--- src/common/cast_settings.svh ---
// -----------------------------------------------
// Cast unit settings
// Binary32 field widths, exponent bias and the
// internal datapath widths of the float/int cast
// -----------------------------------------------
`ifndef CAST_SETTINGS_SVH
`define CAST_SETTINGS_SVH

// Binary32 fields
`define CAST_EXP_BITS 8
`define CAST_MAN_BITS 23
`define CAST_BIAS 127

// Integer word, also the operand width
`define CAST_INT_WIDTH 32

// Internal mantissa is max(MAN_BITS+1, INT_WIDTH)
`define CAST_MAN_WIDTH 32
// Signed unbiased exponent
`define CAST_EXP_WIDTH 10
// Leading-zero count of the internal mantissa
`define CAST_SHAMT_WIDTH 5

`endif
--- src/common/fp_format_pkg.sv ---
// -----------------------------------------------
// Number format types
// Binary32 fields, the dual-view operand word and
// the classification flags of a float operand
// -----------------------------------------------
`include "cast_settings.svh"

package fp_format_pkg;

  // Binary32 split into fields
  typedef struct packed {
    logic                      sign;
    logic [`CAST_EXP_BITS-1:0] exponent;  // Biased
    logic [`CAST_MAN_BITS-1:0] mantissa;  // Without implicit bit
  } fp32_t;

  // Same word seen as float or as raw integer
  typedef union packed {
    fp32_t                      fp;
    logic [`CAST_INT_WIDTH-1:0] word;
  } operand_u;

  // Float operand classification
  typedef struct packed {
    logic is_zero;
    logic is_subnormal;
    logic is_inf;
    logic is_nan;
    logic is_signalling;  // Quiet bit clear
  } fp_info_t;

endpackage

--- src/common/cast_op_pkg.sv ---
// -----------------------------------------------
// Cast operation types
// Operation and rounding encodings, status flags
// and the records passed between the stages
// -----------------------------------------------
`include "cast_settings.svh"

package cast_op_pkg;
  import fp_format_pkg::*;

  typedef enum logic {
    F2I = 1'b0,
    I2F = 1'b1
  } cast_op_e;

  // IEEE rounding modes
  typedef enum logic [2:0] {
    RNE = 3'b000,
    RTZ = 3'b001,
    RDN = 3'b010,
    RUP = 3'b011,
    RMM = 3'b100
  } round_mode_e;

  typedef struct packed {
    logic nv;  // Invalid
    logic nx;  // Inexact
  } cast_status_t;

  // Decode to execute
  typedef struct packed {
    logic                              sign;
    logic signed [`CAST_EXP_WIDTH-1:0] exponent;   // Weight of magnitude MSB
    logic        [`CAST_MAN_WIDTH-1:0] magnitude;
    logic                              mag_is_zero;
    fp_info_t                          info;
  } decoded_t;

  // Execute to result
  typedef struct packed {
    logic [`CAST_INT_WIDTH-1:0] value;  // Truncated int or {exp, man}
    logic                       round_bit;
    logic                       sticky_bit;
    logic                       sign;
    logic                       of_before_round;
    fp_info_t                   info;
  } aligned_t;

endpackage

--- src/fp_int_cast.sv ---
// -----------------------------------------------
// Float/integer cast unit
// Binary32 to int32 and back, signed or unsigned,
// all IEEE rounding modes, one output register
// -----------------------------------------------
`timescale 1ns/100ps
`include "cast_settings.svh"

module fp_int_cast import fp_format_pkg::*, cast_op_pkg::*; (
  input  logic                       clk_i,
  input  logic                       reset_i,
  input  logic                       in_valid_i,   // One-cycle strobe
  input  operand_u                   operand_i,
  input  cast_op_e                   op_i,
  input  round_mode_e                rnd_mode_i,
  input  logic                       op_mod_i,     // Unsigned integer
  output logic [`CAST_INT_WIDTH-1:0] result_o,
  output cast_status_t               status_o,
  output logic                       out_valid_o
);

  decoded_t                   decoded;
  aligned_t                   aligned;
  logic [`CAST_INT_WIDTH-1:0] result_d;
  cast_status_t               status_d;

  cast_decode i_cast_decode (
    .operand_i ( operand_i ),
    .op_i      ( op_i      ),
    .op_mod_i  ( op_mod_i  ),
    .decoded_o ( decoded   )
  );

  cast_execute i_cast_execute (
    .decoded_i ( decoded  ),
    .op_i      ( op_i     ),
    .op_mod_i  ( op_mod_i ),
    .aligned_o ( aligned  )
  );

  cast_result i_cast_result (
    .aligned_i  ( aligned    ),
    .op_i       ( op_i       ),
    .op_mod_i   ( op_mod_i   ),
    .rnd_mode_i ( rnd_mode_i ),
    .result_o   ( result_d   ),
    .status_o   ( status_d   )
  );

  // ------------------------------------------------
  // Output register
  // ------------------------------------------------
  always_ff @(posedge clk_i) begin
    if (reset_i) begin
      out_valid_o <= 1'b0;
      result_o    <= '0;
      status_o    <= '0;
    end else begin
      out_valid_o <= in_valid_i;
      if (in_valid_i) begin
        result_o <= result_d;  // Held while idle
        status_o <= status_d;
      end
    end
  end

endmodule

--- src/cast_result.sv ---
// -----------------------------------------------
// Cast result
// Rounds the aligned value, forms the two's
// complement integer, applies the saturating
// special cases and builds the status flags
// -----------------------------------------------
`timescale 1ns/100ps
`include "cast_settings.svh"

module cast_result import cast_op_pkg::*; (
  input  aligned_t                   aligned_i,
  input  cast_op_e                   op_i,
  input  logic                       op_mod_i,    // Unsigned integer
  input  round_mode_e                rnd_mode_i,
  output logic [`CAST_INT_WIDTH-1:0] result_o,
  output cast_status_t               status_o
);

  logic                       inexact;
  logic                       round_up;
  logic [`CAST_INT_WIDTH-1:0] rounded_abs;
  logic [`CAST_INT_WIDTH-1:0] rounded_int;
  logic                       rounded_int_zero;
  logic                       is_special;
  logic [`CAST_INT_WIDTH-1:0] special_res;

  // ------------------------------------------------
  // Rounding
  // ------------------------------------------------
  assign inexact = aligned_i.round_bit | aligned_i.sticky_bit;

  always_comb begin : round_decision
    unique case (rnd_mode_i)
      RNE: round_up = aligned_i.round_bit & (aligned_i.sticky_bit | aligned_i.value[0]);
      RTZ: round_up = 1'b0;
      RDN: round_up = inexact & aligned_i.sign;   // Away from zero when negative
      RUP: round_up = inexact & ~aligned_i.sign;  // Away from zero when positive
      RMM: round_up = aligned_i.round_bit;        // Ties away
      default: round_up = 1'b0;
    endcase
  end

  // Carry out of the mantissa steps the float exponent
  assign rounded_abs = aligned_i.value + `CAST_INT_WIDTH'(round_up);

  // Two's complement for negative integers
  assign rounded_int      = aligned_i.sign ? -rounded_abs : rounded_abs;
  assign rounded_int_zero = (rounded_int == '0);

  // ------------------------------------------------
  // F2I special cases
  // ------------------------------------------------
  assign is_special = aligned_i.info.is_nan | aligned_i.info.is_inf |
                      aligned_i.of_before_round |
                      (aligned_i.sign & op_mod_i & ~rounded_int_zero);  // Negative to unsigned

  always_comb begin : special_value
    special_res = {op_mod_i, {(`CAST_INT_WIDTH-1){1'b1}}};  // Positive max
    if (aligned_i.sign && !aligned_i.info.is_nan) begin
      special_res = ~special_res;  // Min, or zero for unsigned
    end
  end

  // ------------------------------------------------
  // Result and status
  // ------------------------------------------------
  always_comb begin : select_result
    if (op_i == I2F) begin
      result_o = {aligned_i.sign, rounded_abs[`CAST_INT_WIDTH-2:0]};
      status_o = '{nv: 1'b0, nx: inexact};
    end else if (is_special) begin
      result_o = special_res;
      status_o = '{nv: 1'b1, nx: 1'b0};  // Invalid only
    end else begin
      result_o = rounded_int;
      status_o = '{nv: 1'b0, nx: inexact};
    end
  end

endmodule

--- src/cast_execute.sv ---
// -----------------------------------------------
// Cast execute
// Normalizes the magnitude with a leading-zero
// count, then aligns it to integer position or
// packs a float field, with round and sticky bits
// -----------------------------------------------
`timescale 1ns/100ps
`include "cast_settings.svh"

module cast_execute import cast_op_pkg::*; (
  input  decoded_t decoded_i,
  input  cast_op_e op_i,
  input  logic     op_mod_i,   // Unsigned integer
  output aligned_t aligned_o
);

  // Mantissa on the left, room for round and sticky on the right
  localparam int unsigned SHIFT_WIDTH = 2 * `CAST_MAN_WIDTH + 1;
  localparam int unsigned SHAMT_W     = $clog2(SHIFT_WIDTH);

  logic [`CAST_SHAMT_WIDTH-1:0]      lz_cnt;
  logic [`CAST_MAN_WIDTH-1:0]        norm_mant;
  logic signed [`CAST_EXP_WIDTH-1:0] norm_exp;
  logic signed [`CAST_EXP_WIDTH-1:0] of_limit;
  logic [SHAMT_W-1:0]                f2i_shamt;
  logic                              f2i_of;
  logic [SHIFT_WIDTH-1:0]            shifted;
  logic [`CAST_EXP_BITS-1:0]         i2f_exp;

  // ------------------------------------------------
  // Leading-zero count and normalization
  // ------------------------------------------------
  always_comb begin : lzc
    lz_cnt = '0;
    for (int i = 0; i < `CAST_MAN_WIDTH; i++) begin
      if (decoded_i.magnitude[i]) begin
        lz_cnt = `CAST_SHAMT_WIDTH'(`CAST_MAN_WIDTH - 1 - i);  // Highest one wins
      end
    end
  end

  assign norm_mant = decoded_i.magnitude << lz_cnt;
  assign norm_exp  = decoded_i.exponent
                   - $signed({{(`CAST_EXP_WIDTH-`CAST_SHAMT_WIDTH){1'b0}}, lz_cnt});

  // ------------------------------------------------
  // F2I alignment
  // ------------------------------------------------
  // Unsigned range reaches one bit higher
  assign of_limit = `CAST_EXP_WIDTH'(`CAST_INT_WIDTH - 1) + `CAST_EXP_WIDTH'(op_mod_i);

  always_comb begin : f2i_align
    f2i_shamt = SHAMT_W'(`CAST_INT_WIDTH - 1 - norm_exp);  // Down to integer position
    f2i_of    = 1'b0;
    if (norm_exp >= of_limit) begin
      f2i_shamt = '0;
      f2i_of    = 1'b1;
    end else if (norm_exp < -1) begin
      f2i_shamt = SHAMT_W'(`CAST_INT_WIDTH + 1);  // Everything into sticky
    end
  end

  assign shifted = {norm_mant, {(SHIFT_WIDTH-`CAST_MAN_WIDTH){1'b0}}} >> f2i_shamt;

  // I2F exponent, never out of range for 32-bit input
  assign i2f_exp = `CAST_EXP_BITS'(norm_exp + `CAST_BIAS);

  // ------------------------------------------------
  // Output selection
  // ------------------------------------------------
  always_comb begin : select_aligned
    aligned_o.sign = decoded_i.sign;
    aligned_o.info = decoded_i.info;
    if (op_i == F2I) begin
      aligned_o.value           = shifted[SHIFT_WIDTH-1 -: `CAST_INT_WIDTH];
      aligned_o.round_bit       = shifted[SHIFT_WIDTH-1-`CAST_INT_WIDTH];
      aligned_o.sticky_bit      = |shifted[SHIFT_WIDTH-2-`CAST_INT_WIDTH:0];
      aligned_o.of_before_round = f2i_of;
    end else begin
      // Drop implicit bit, keep 23 bits below it
      aligned_o.value = `CAST_INT_WIDTH'({1'b0, i2f_exp,
                                          norm_mant[`CAST_MAN_WIDTH-2 -: `CAST_MAN_BITS]});
      aligned_o.round_bit       = norm_mant[`CAST_MAN_WIDTH-2-`CAST_MAN_BITS];
      aligned_o.sticky_bit      = |norm_mant[`CAST_MAN_WIDTH-3-`CAST_MAN_BITS:0];
      aligned_o.of_before_round = 1'b0;
      if (decoded_i.mag_is_zero) begin
        aligned_o.value = '0;  // Integer zero maps to +0
      end
    end
  end

endmodule

--- src/cast_decode.sv ---
// -----------------------------------------------
// Cast decode
// Classifies the operand as a binary32 value and
// extracts sign, unbiased exponent and magnitude
// from the float or the integer view of the word
// -----------------------------------------------
`timescale 1ns/100ps
`include "cast_settings.svh"

module cast_decode import fp_format_pkg::*, cast_op_pkg::*; (
  input  operand_u operand_i,
  input  cast_op_e op_i,
  input  logic     op_mod_i,   // Unsigned integer
  output decoded_t decoded_o
);

  fp32_t                             fp_val;
  logic [`CAST_INT_WIDTH-1:0]        int_val;
  logic                              exp_zero;
  logic                              exp_ones;
  logic                              man_zero;
  fp_info_t                          info;
  logic                              int_sign;
  logic [`CAST_MAN_WIDTH-1:0]        int_mag;
  logic [`CAST_MAN_WIDTH-1:0]        fp_mag;
  logic signed [`CAST_EXP_WIDTH-1:0] fp_exp;
  logic [`CAST_MAN_WIDTH-1:0]        mag_sel;

  // Both views of the same word
  assign fp_val  = operand_i.fp;
  assign int_val = operand_i.word;

  // ------------------------------------------------
  // Float classification
  // ------------------------------------------------
  assign exp_zero = (fp_val.exponent == '0);
  assign exp_ones = (fp_val.exponent == '1);
  assign man_zero = (fp_val.mantissa == '0);

  assign info.is_zero       = exp_zero & man_zero;
  assign info.is_subnormal  = exp_zero & ~man_zero;
  assign info.is_inf        = exp_ones & man_zero;
  assign info.is_nan        = exp_ones & ~man_zero;
  assign info.is_signalling = info.is_nan & ~fp_val.mantissa[`CAST_MAN_BITS-1];

  // Mantissa left aligned, implicit bit on top
  assign fp_mag = {~exp_zero, fp_val.mantissa,
                   {(`CAST_MAN_WIDTH-`CAST_MAN_BITS-1){1'b0}}};
  // Subnormals use exponent 1 - bias
  assign fp_exp = $signed({{(`CAST_EXP_WIDTH-`CAST_EXP_BITS){1'b0}}, fp_val.exponent})
                + $signed({{(`CAST_EXP_WIDTH-1){1'b0}}, info.is_subnormal})
                - `CAST_EXP_WIDTH'(`CAST_BIAS);

  // ------------------------------------------------
  // Integer magnitude
  // ------------------------------------------------
  assign int_sign = int_val[`CAST_INT_WIDTH-1] & ~op_mod_i;  // Only signed can be negative
  assign int_mag  = int_sign ? `CAST_MAN_WIDTH'(-int_val) : `CAST_MAN_WIDTH'(int_val);

  assign mag_sel = (op_i == I2F) ? int_mag : fp_mag;

  always_comb begin : select_source
    decoded_o.magnitude   = mag_sel;
    decoded_o.mag_is_zero = (mag_sel == '0);  // Integer zero
    decoded_o.info        = info;
    if (op_i == I2F) begin
      decoded_o.sign     = int_sign;
      decoded_o.exponent = `CAST_EXP_WIDTH'(`CAST_MAN_WIDTH - 1);  // LSB at weight 0
    end else begin
      decoded_o.sign     = fp_val.sign;
      decoded_o.exponent = fp_exp;
    end
  end

endmodule

--- config.mk ---
export PLATFORM = sky130hd
export DESIGN_NAME = fp_int_cast
export DESIGN_NICKNAME = d
export VERILOG_FILES = /design/src/common/fp_format_pkg.sv /design/src/common/cast_op_pkg.sv /design/src/fp_int_cast.sv /design/src/cast_result.sv /design/src/cast_execute.sv /design/src/cast_decode.sv
export VERILOG_INCLUDE_DIRS = /design/src /design/src/common
export SDC_FILE = /design/constraint.sdc
export NUM_CORES = 1
export LEC_CHECK = 0
export ABC_CLOCK_PERIOD_IN_PS = 18540
export BUFFER_PORTS_ARGS = -buffer_cell sky130_fd_sc_hd__buf_2
export CELL_PAD_IN_SITES_DETAIL_PLACEMENT = 2
export CELL_PAD_IN_SITES_GLOBAL_PLACEMENT = 2
export CORE_MARGIN = 10
export CORE_UTILIZATION = 37
export CTS_BUF_LIST = sky130_fd_sc_hd__clkbuf_2 sky130_fd_sc_hd__clkbuf_4 sky130_fd_sc_hd__clkbuf_8
export CTS_CLUSTER_DIAMETER = 100
export DETAILED_ROUTE_END_ITERATION = 7
export GPL_TIMING_DRIVEN = 1
export PLACE_DENSITY = 0.81
export SYNTH_ARGS = -nofsm -noshare
export SYNTH_HDL_FRONTEND = slang
export SYNTH_SLANG_ARGS = --single-unit
--- constraint.sdc ---
create_clock -name clk_i -period 18.54 [get_ports clk_i]
set_clock_uncertainty 0.2 [all_clocks]
set_input_delay 0.927 -clock clk_i [delete_from_list [all_inputs] [get_ports clk_i]]
set_output_delay 0.927 -clock clk_i [all_outputs]
set_load 0.01 [all_outputs]
==> reports/metrics.csv <==
stage,metric,value,unit
status,status,"finished, final reports clean",
synthesis,Yosys reg bits,35,
sta,max_slew headroom,0.0292,
global_routing,number of global-route vias before repair,21200,
sta,min Tclk post-route,17.65,ns
final_layout,filler instances,4910,
synthesis,syn_nets,2311,
route,number of detailed-route iterations in the first pass,6,
route,routed vias,21000,
die,Initial Util,0.375,
clocking,clk buf depth,2,
global_routing,largest net degree at the start of global routing,63,
pwr,NetSw,844,uW
pwr,PD cells,80.8,nW/um^2
route,DRT iter0 DRCs,2905,
synthesis,register area share after synthesis,0.0469,
die,core area,39800,sq um
synthesis,number of synthesized flops with an enable pin,0,
route,Routed WL per cell,35.4,um
die,die extent in y,221,um
clocking,CTS buffer count,5,
global_routing,initial antenna violation count,1,
place,Buffers on Ports,74,
route,via/cell ratio,7.63,
final_layout,Layout area overhead,5.30,%
place,dpl cell area,15600,sq um
clocking,CTS tree,done,
pwr,Sequential Power Share,0.072,
sta,fmax,56.7,MHz
die,Die Wd,221,um
clocking,CTS Hold Bufs,0,
clocking,H-tree levels,2,
synthesis,largest cells by area after synthesis,"nor2_1 (6.1%), nand2_1 (6.0%), dfxtp_1 (4.7%)",
pwr,Max IR drop VDD,0.0000680,V
clocking,Sink Count,35,
pwr,LEAKAGE,0.00529,uW
pwr,switch share,0.663,
clocking,clk root buf,clkbuf_8,
clocking,clock latency on the worst-skew pair,0.31,ns
hold_path,Worst Hold Path Cells,2,
synthesis,top cell type's share of synthesized area,0.0605,
final_layout,"most common cell after layout, fill and taps aside",nor2_1,
route,final WL,97600,um
worst_setup_path,r2r worst-path depth,2,
sta,fin. max-slew vios,0,
global_routing,All-Layer GR Usage,0.373,
hold_path,Hold Path Class,reg2reg,
sta,Setup TNS,0,ns
final_layout,Post-Layout Inst Area,15700,sq um
synthesis,async set-reset flop share out of synthesis,0,
die,DIE AREA,48800,sq um
worst_setup_path,CP max stage delay,0.72,ns
synthesis,Synth Instances,2248,
final_layout,fraction of layout cells with a size suffix above 1,0.149,
worst_setup_path,Worst EP required,18.54,ns
worst_setup_path,Crit path max-delay family,compound AO/OA/AOI/OAI gates,
sta,endpoints failing setup,0,
sta,RSZ-0062 raised after global routing,no,
place,detailed placement HPWL,75700,um
worst_setup_path,CP max FO,15,
pwr,internal power,428,uW
worst_setup_path,critical path class,in2reg,
synthesis,library cells used by synthesis,133,
sta,fin crit share,0.952,
synthesis,Post-Synthesis Cell Area,14900,sq um
worst_setup_path,CP max stage cell,nor2_1,
route,DRT antenna net count,0,
final_layout,most frequent cells in the layout,"nor2_1 (240), nand2_1 (237), a21oi_1 (135)",
worst_setup_path,WP buf/inv,7,
global_routing,GRT overflow,0,
synthesis,Post-Syn Area per Cell,6.65,sq um
place,routability cong.,1.04,
die,IO Count,75,
pwr,combinational power share,0.876,
route,# DRC,0,
synthesis,Yosys Warn Count,0,
worst_setup_path,WP depth,61,
clocking,clk slew on worst S/H paths,0.08,ns
job,max-cap viol count,0,
worst_setup_path,Worst setup SP type,primary input,
synthesis,Post-synth top flop,dfxtp_1,
synthesis,"area leader, netlist",nor2_1,
global_routing,global-route wire length before repair,145000,um
sta,Slew @ Worst Pin,1.45,ns
worst_setup_path,Setup crit end kind,register,
sta,"Hold Vio Cnt, Final",0,
worst_setup_path,CP arrival,17.64,ns
final_layout,nets@finish,2291,
die,row count,73,
pwr,clock share of power,0.052,
==> synthesized netlist by cell type (28+ instances only) <==
cell type	instances
nor4_1	40
buf_2	35
nand4_1	39
and3_1	28
a31oi_1	54
clkbuf_1	80
a211oi_1	61
nor2_1	241
a21oi_1	135
xnor2_1	67
o21ai_1	32
o21ai_0	106
nand3_1	110
o22ai_1	47
nand2_1	237
inv_1	38
o211ai_1	41
nor3_1	104
dfxtp_1	35
==> path summary, 6_finish.rpt <==
check                from           end  slack [ns]
min reg2reg  result_o[13]  result_o[13]        0.28
max reg2reg  result_o[29]  result_o[29]       17.30
min          result_o[13]  result_o[13]        0.28
max          operand_i[0]   result_o[4]        0.89
==> through the flow <==
step / instances / hold slack (ns) / util / setup slack (ns) / total power [uW]
floorplan: 2248 / 0.278 / - / 4.74 / 761
finish: 2755 / 0.275 / 0.395 / 0.893 / 1270
global route: 2755 / 0.307 / 0.395 / 0.00839 / 1320
detailed placement: 2740 / 0.255 / 0.391 / 0.280 / 1140
CTS: 2748 / 0.278 / 0.393 / 0.452 / 1220
global placement: 2740 / 0.241 / 0.391 / 1.41 / 1120
==> worst register-to-register path: stages (launching register included) <==
cell and delay, ns:
dfxtp_1 0.34, nor2_1 0.05, a2111oi_0 0.50
==> kinds of logic (layout without fill, tap and decap cells) <==
logic type      Yosys count  in the layout  synth area share
compound gates          858            858             0.430
xor+xnor                 85             85            0.0498
fa+ha+maj                23             23            0.0198
buf+inv                 217            198            0.0747
flops                    35             35            0.0469
mux                      38             38            0.0286
other cells               0              1                 0
simple gates            992            992             0.350
==> power by group through the flow <==
stage	Combinational, uW	Clock, uW	Sequential [uW]
after floorplan	665	0	96.0
after global placement	1020	0	92.3
after detailed placement	1050	0	92.5
after CTS	1060	65.8	91.5
after global routing	1160	68.8	92.6
final	1110	65.9	91.9
==> sequential cells by signal (all words and copies together) (netlist names) <==
register     flops
result_o        32
out_valid_o      1
status_o         2
==> layer usage <==
metal,GRT usage,vias to the layer above,share of wire
li1,-,8813,-
met1,0.504,10600,0.42
met2,0.577,1308,0.44
met3,0.0593,288,0.092
met4,0.152,0,0.046
met5,0,-,0
==> final cells by class <==
type / count / area [sq um] / area share
well taps: 525 / 657 / 0.0417
inverters: 43 / 166 / 0.0106
diodes: 1 / 2.50 / 0.000159
repair buffers: 147 / 921 / 0.0585
clock buffers: 8 / 104 / 0.00660
flip-flops and latches: 35 / 701 / 0.0445
multi-input cells: 1996 / 13200 / 0.838
==> repair_timing <==
| item | 4_1_cts | 5_1_grt |
|---|---|---|
| gates resized for setup | 0 | 9 |
| setup buffers | 0 | 6 |
| setup endpoints to repair | 0 | 33 |
Note: power is estimated with default switching activity, not from simulation.
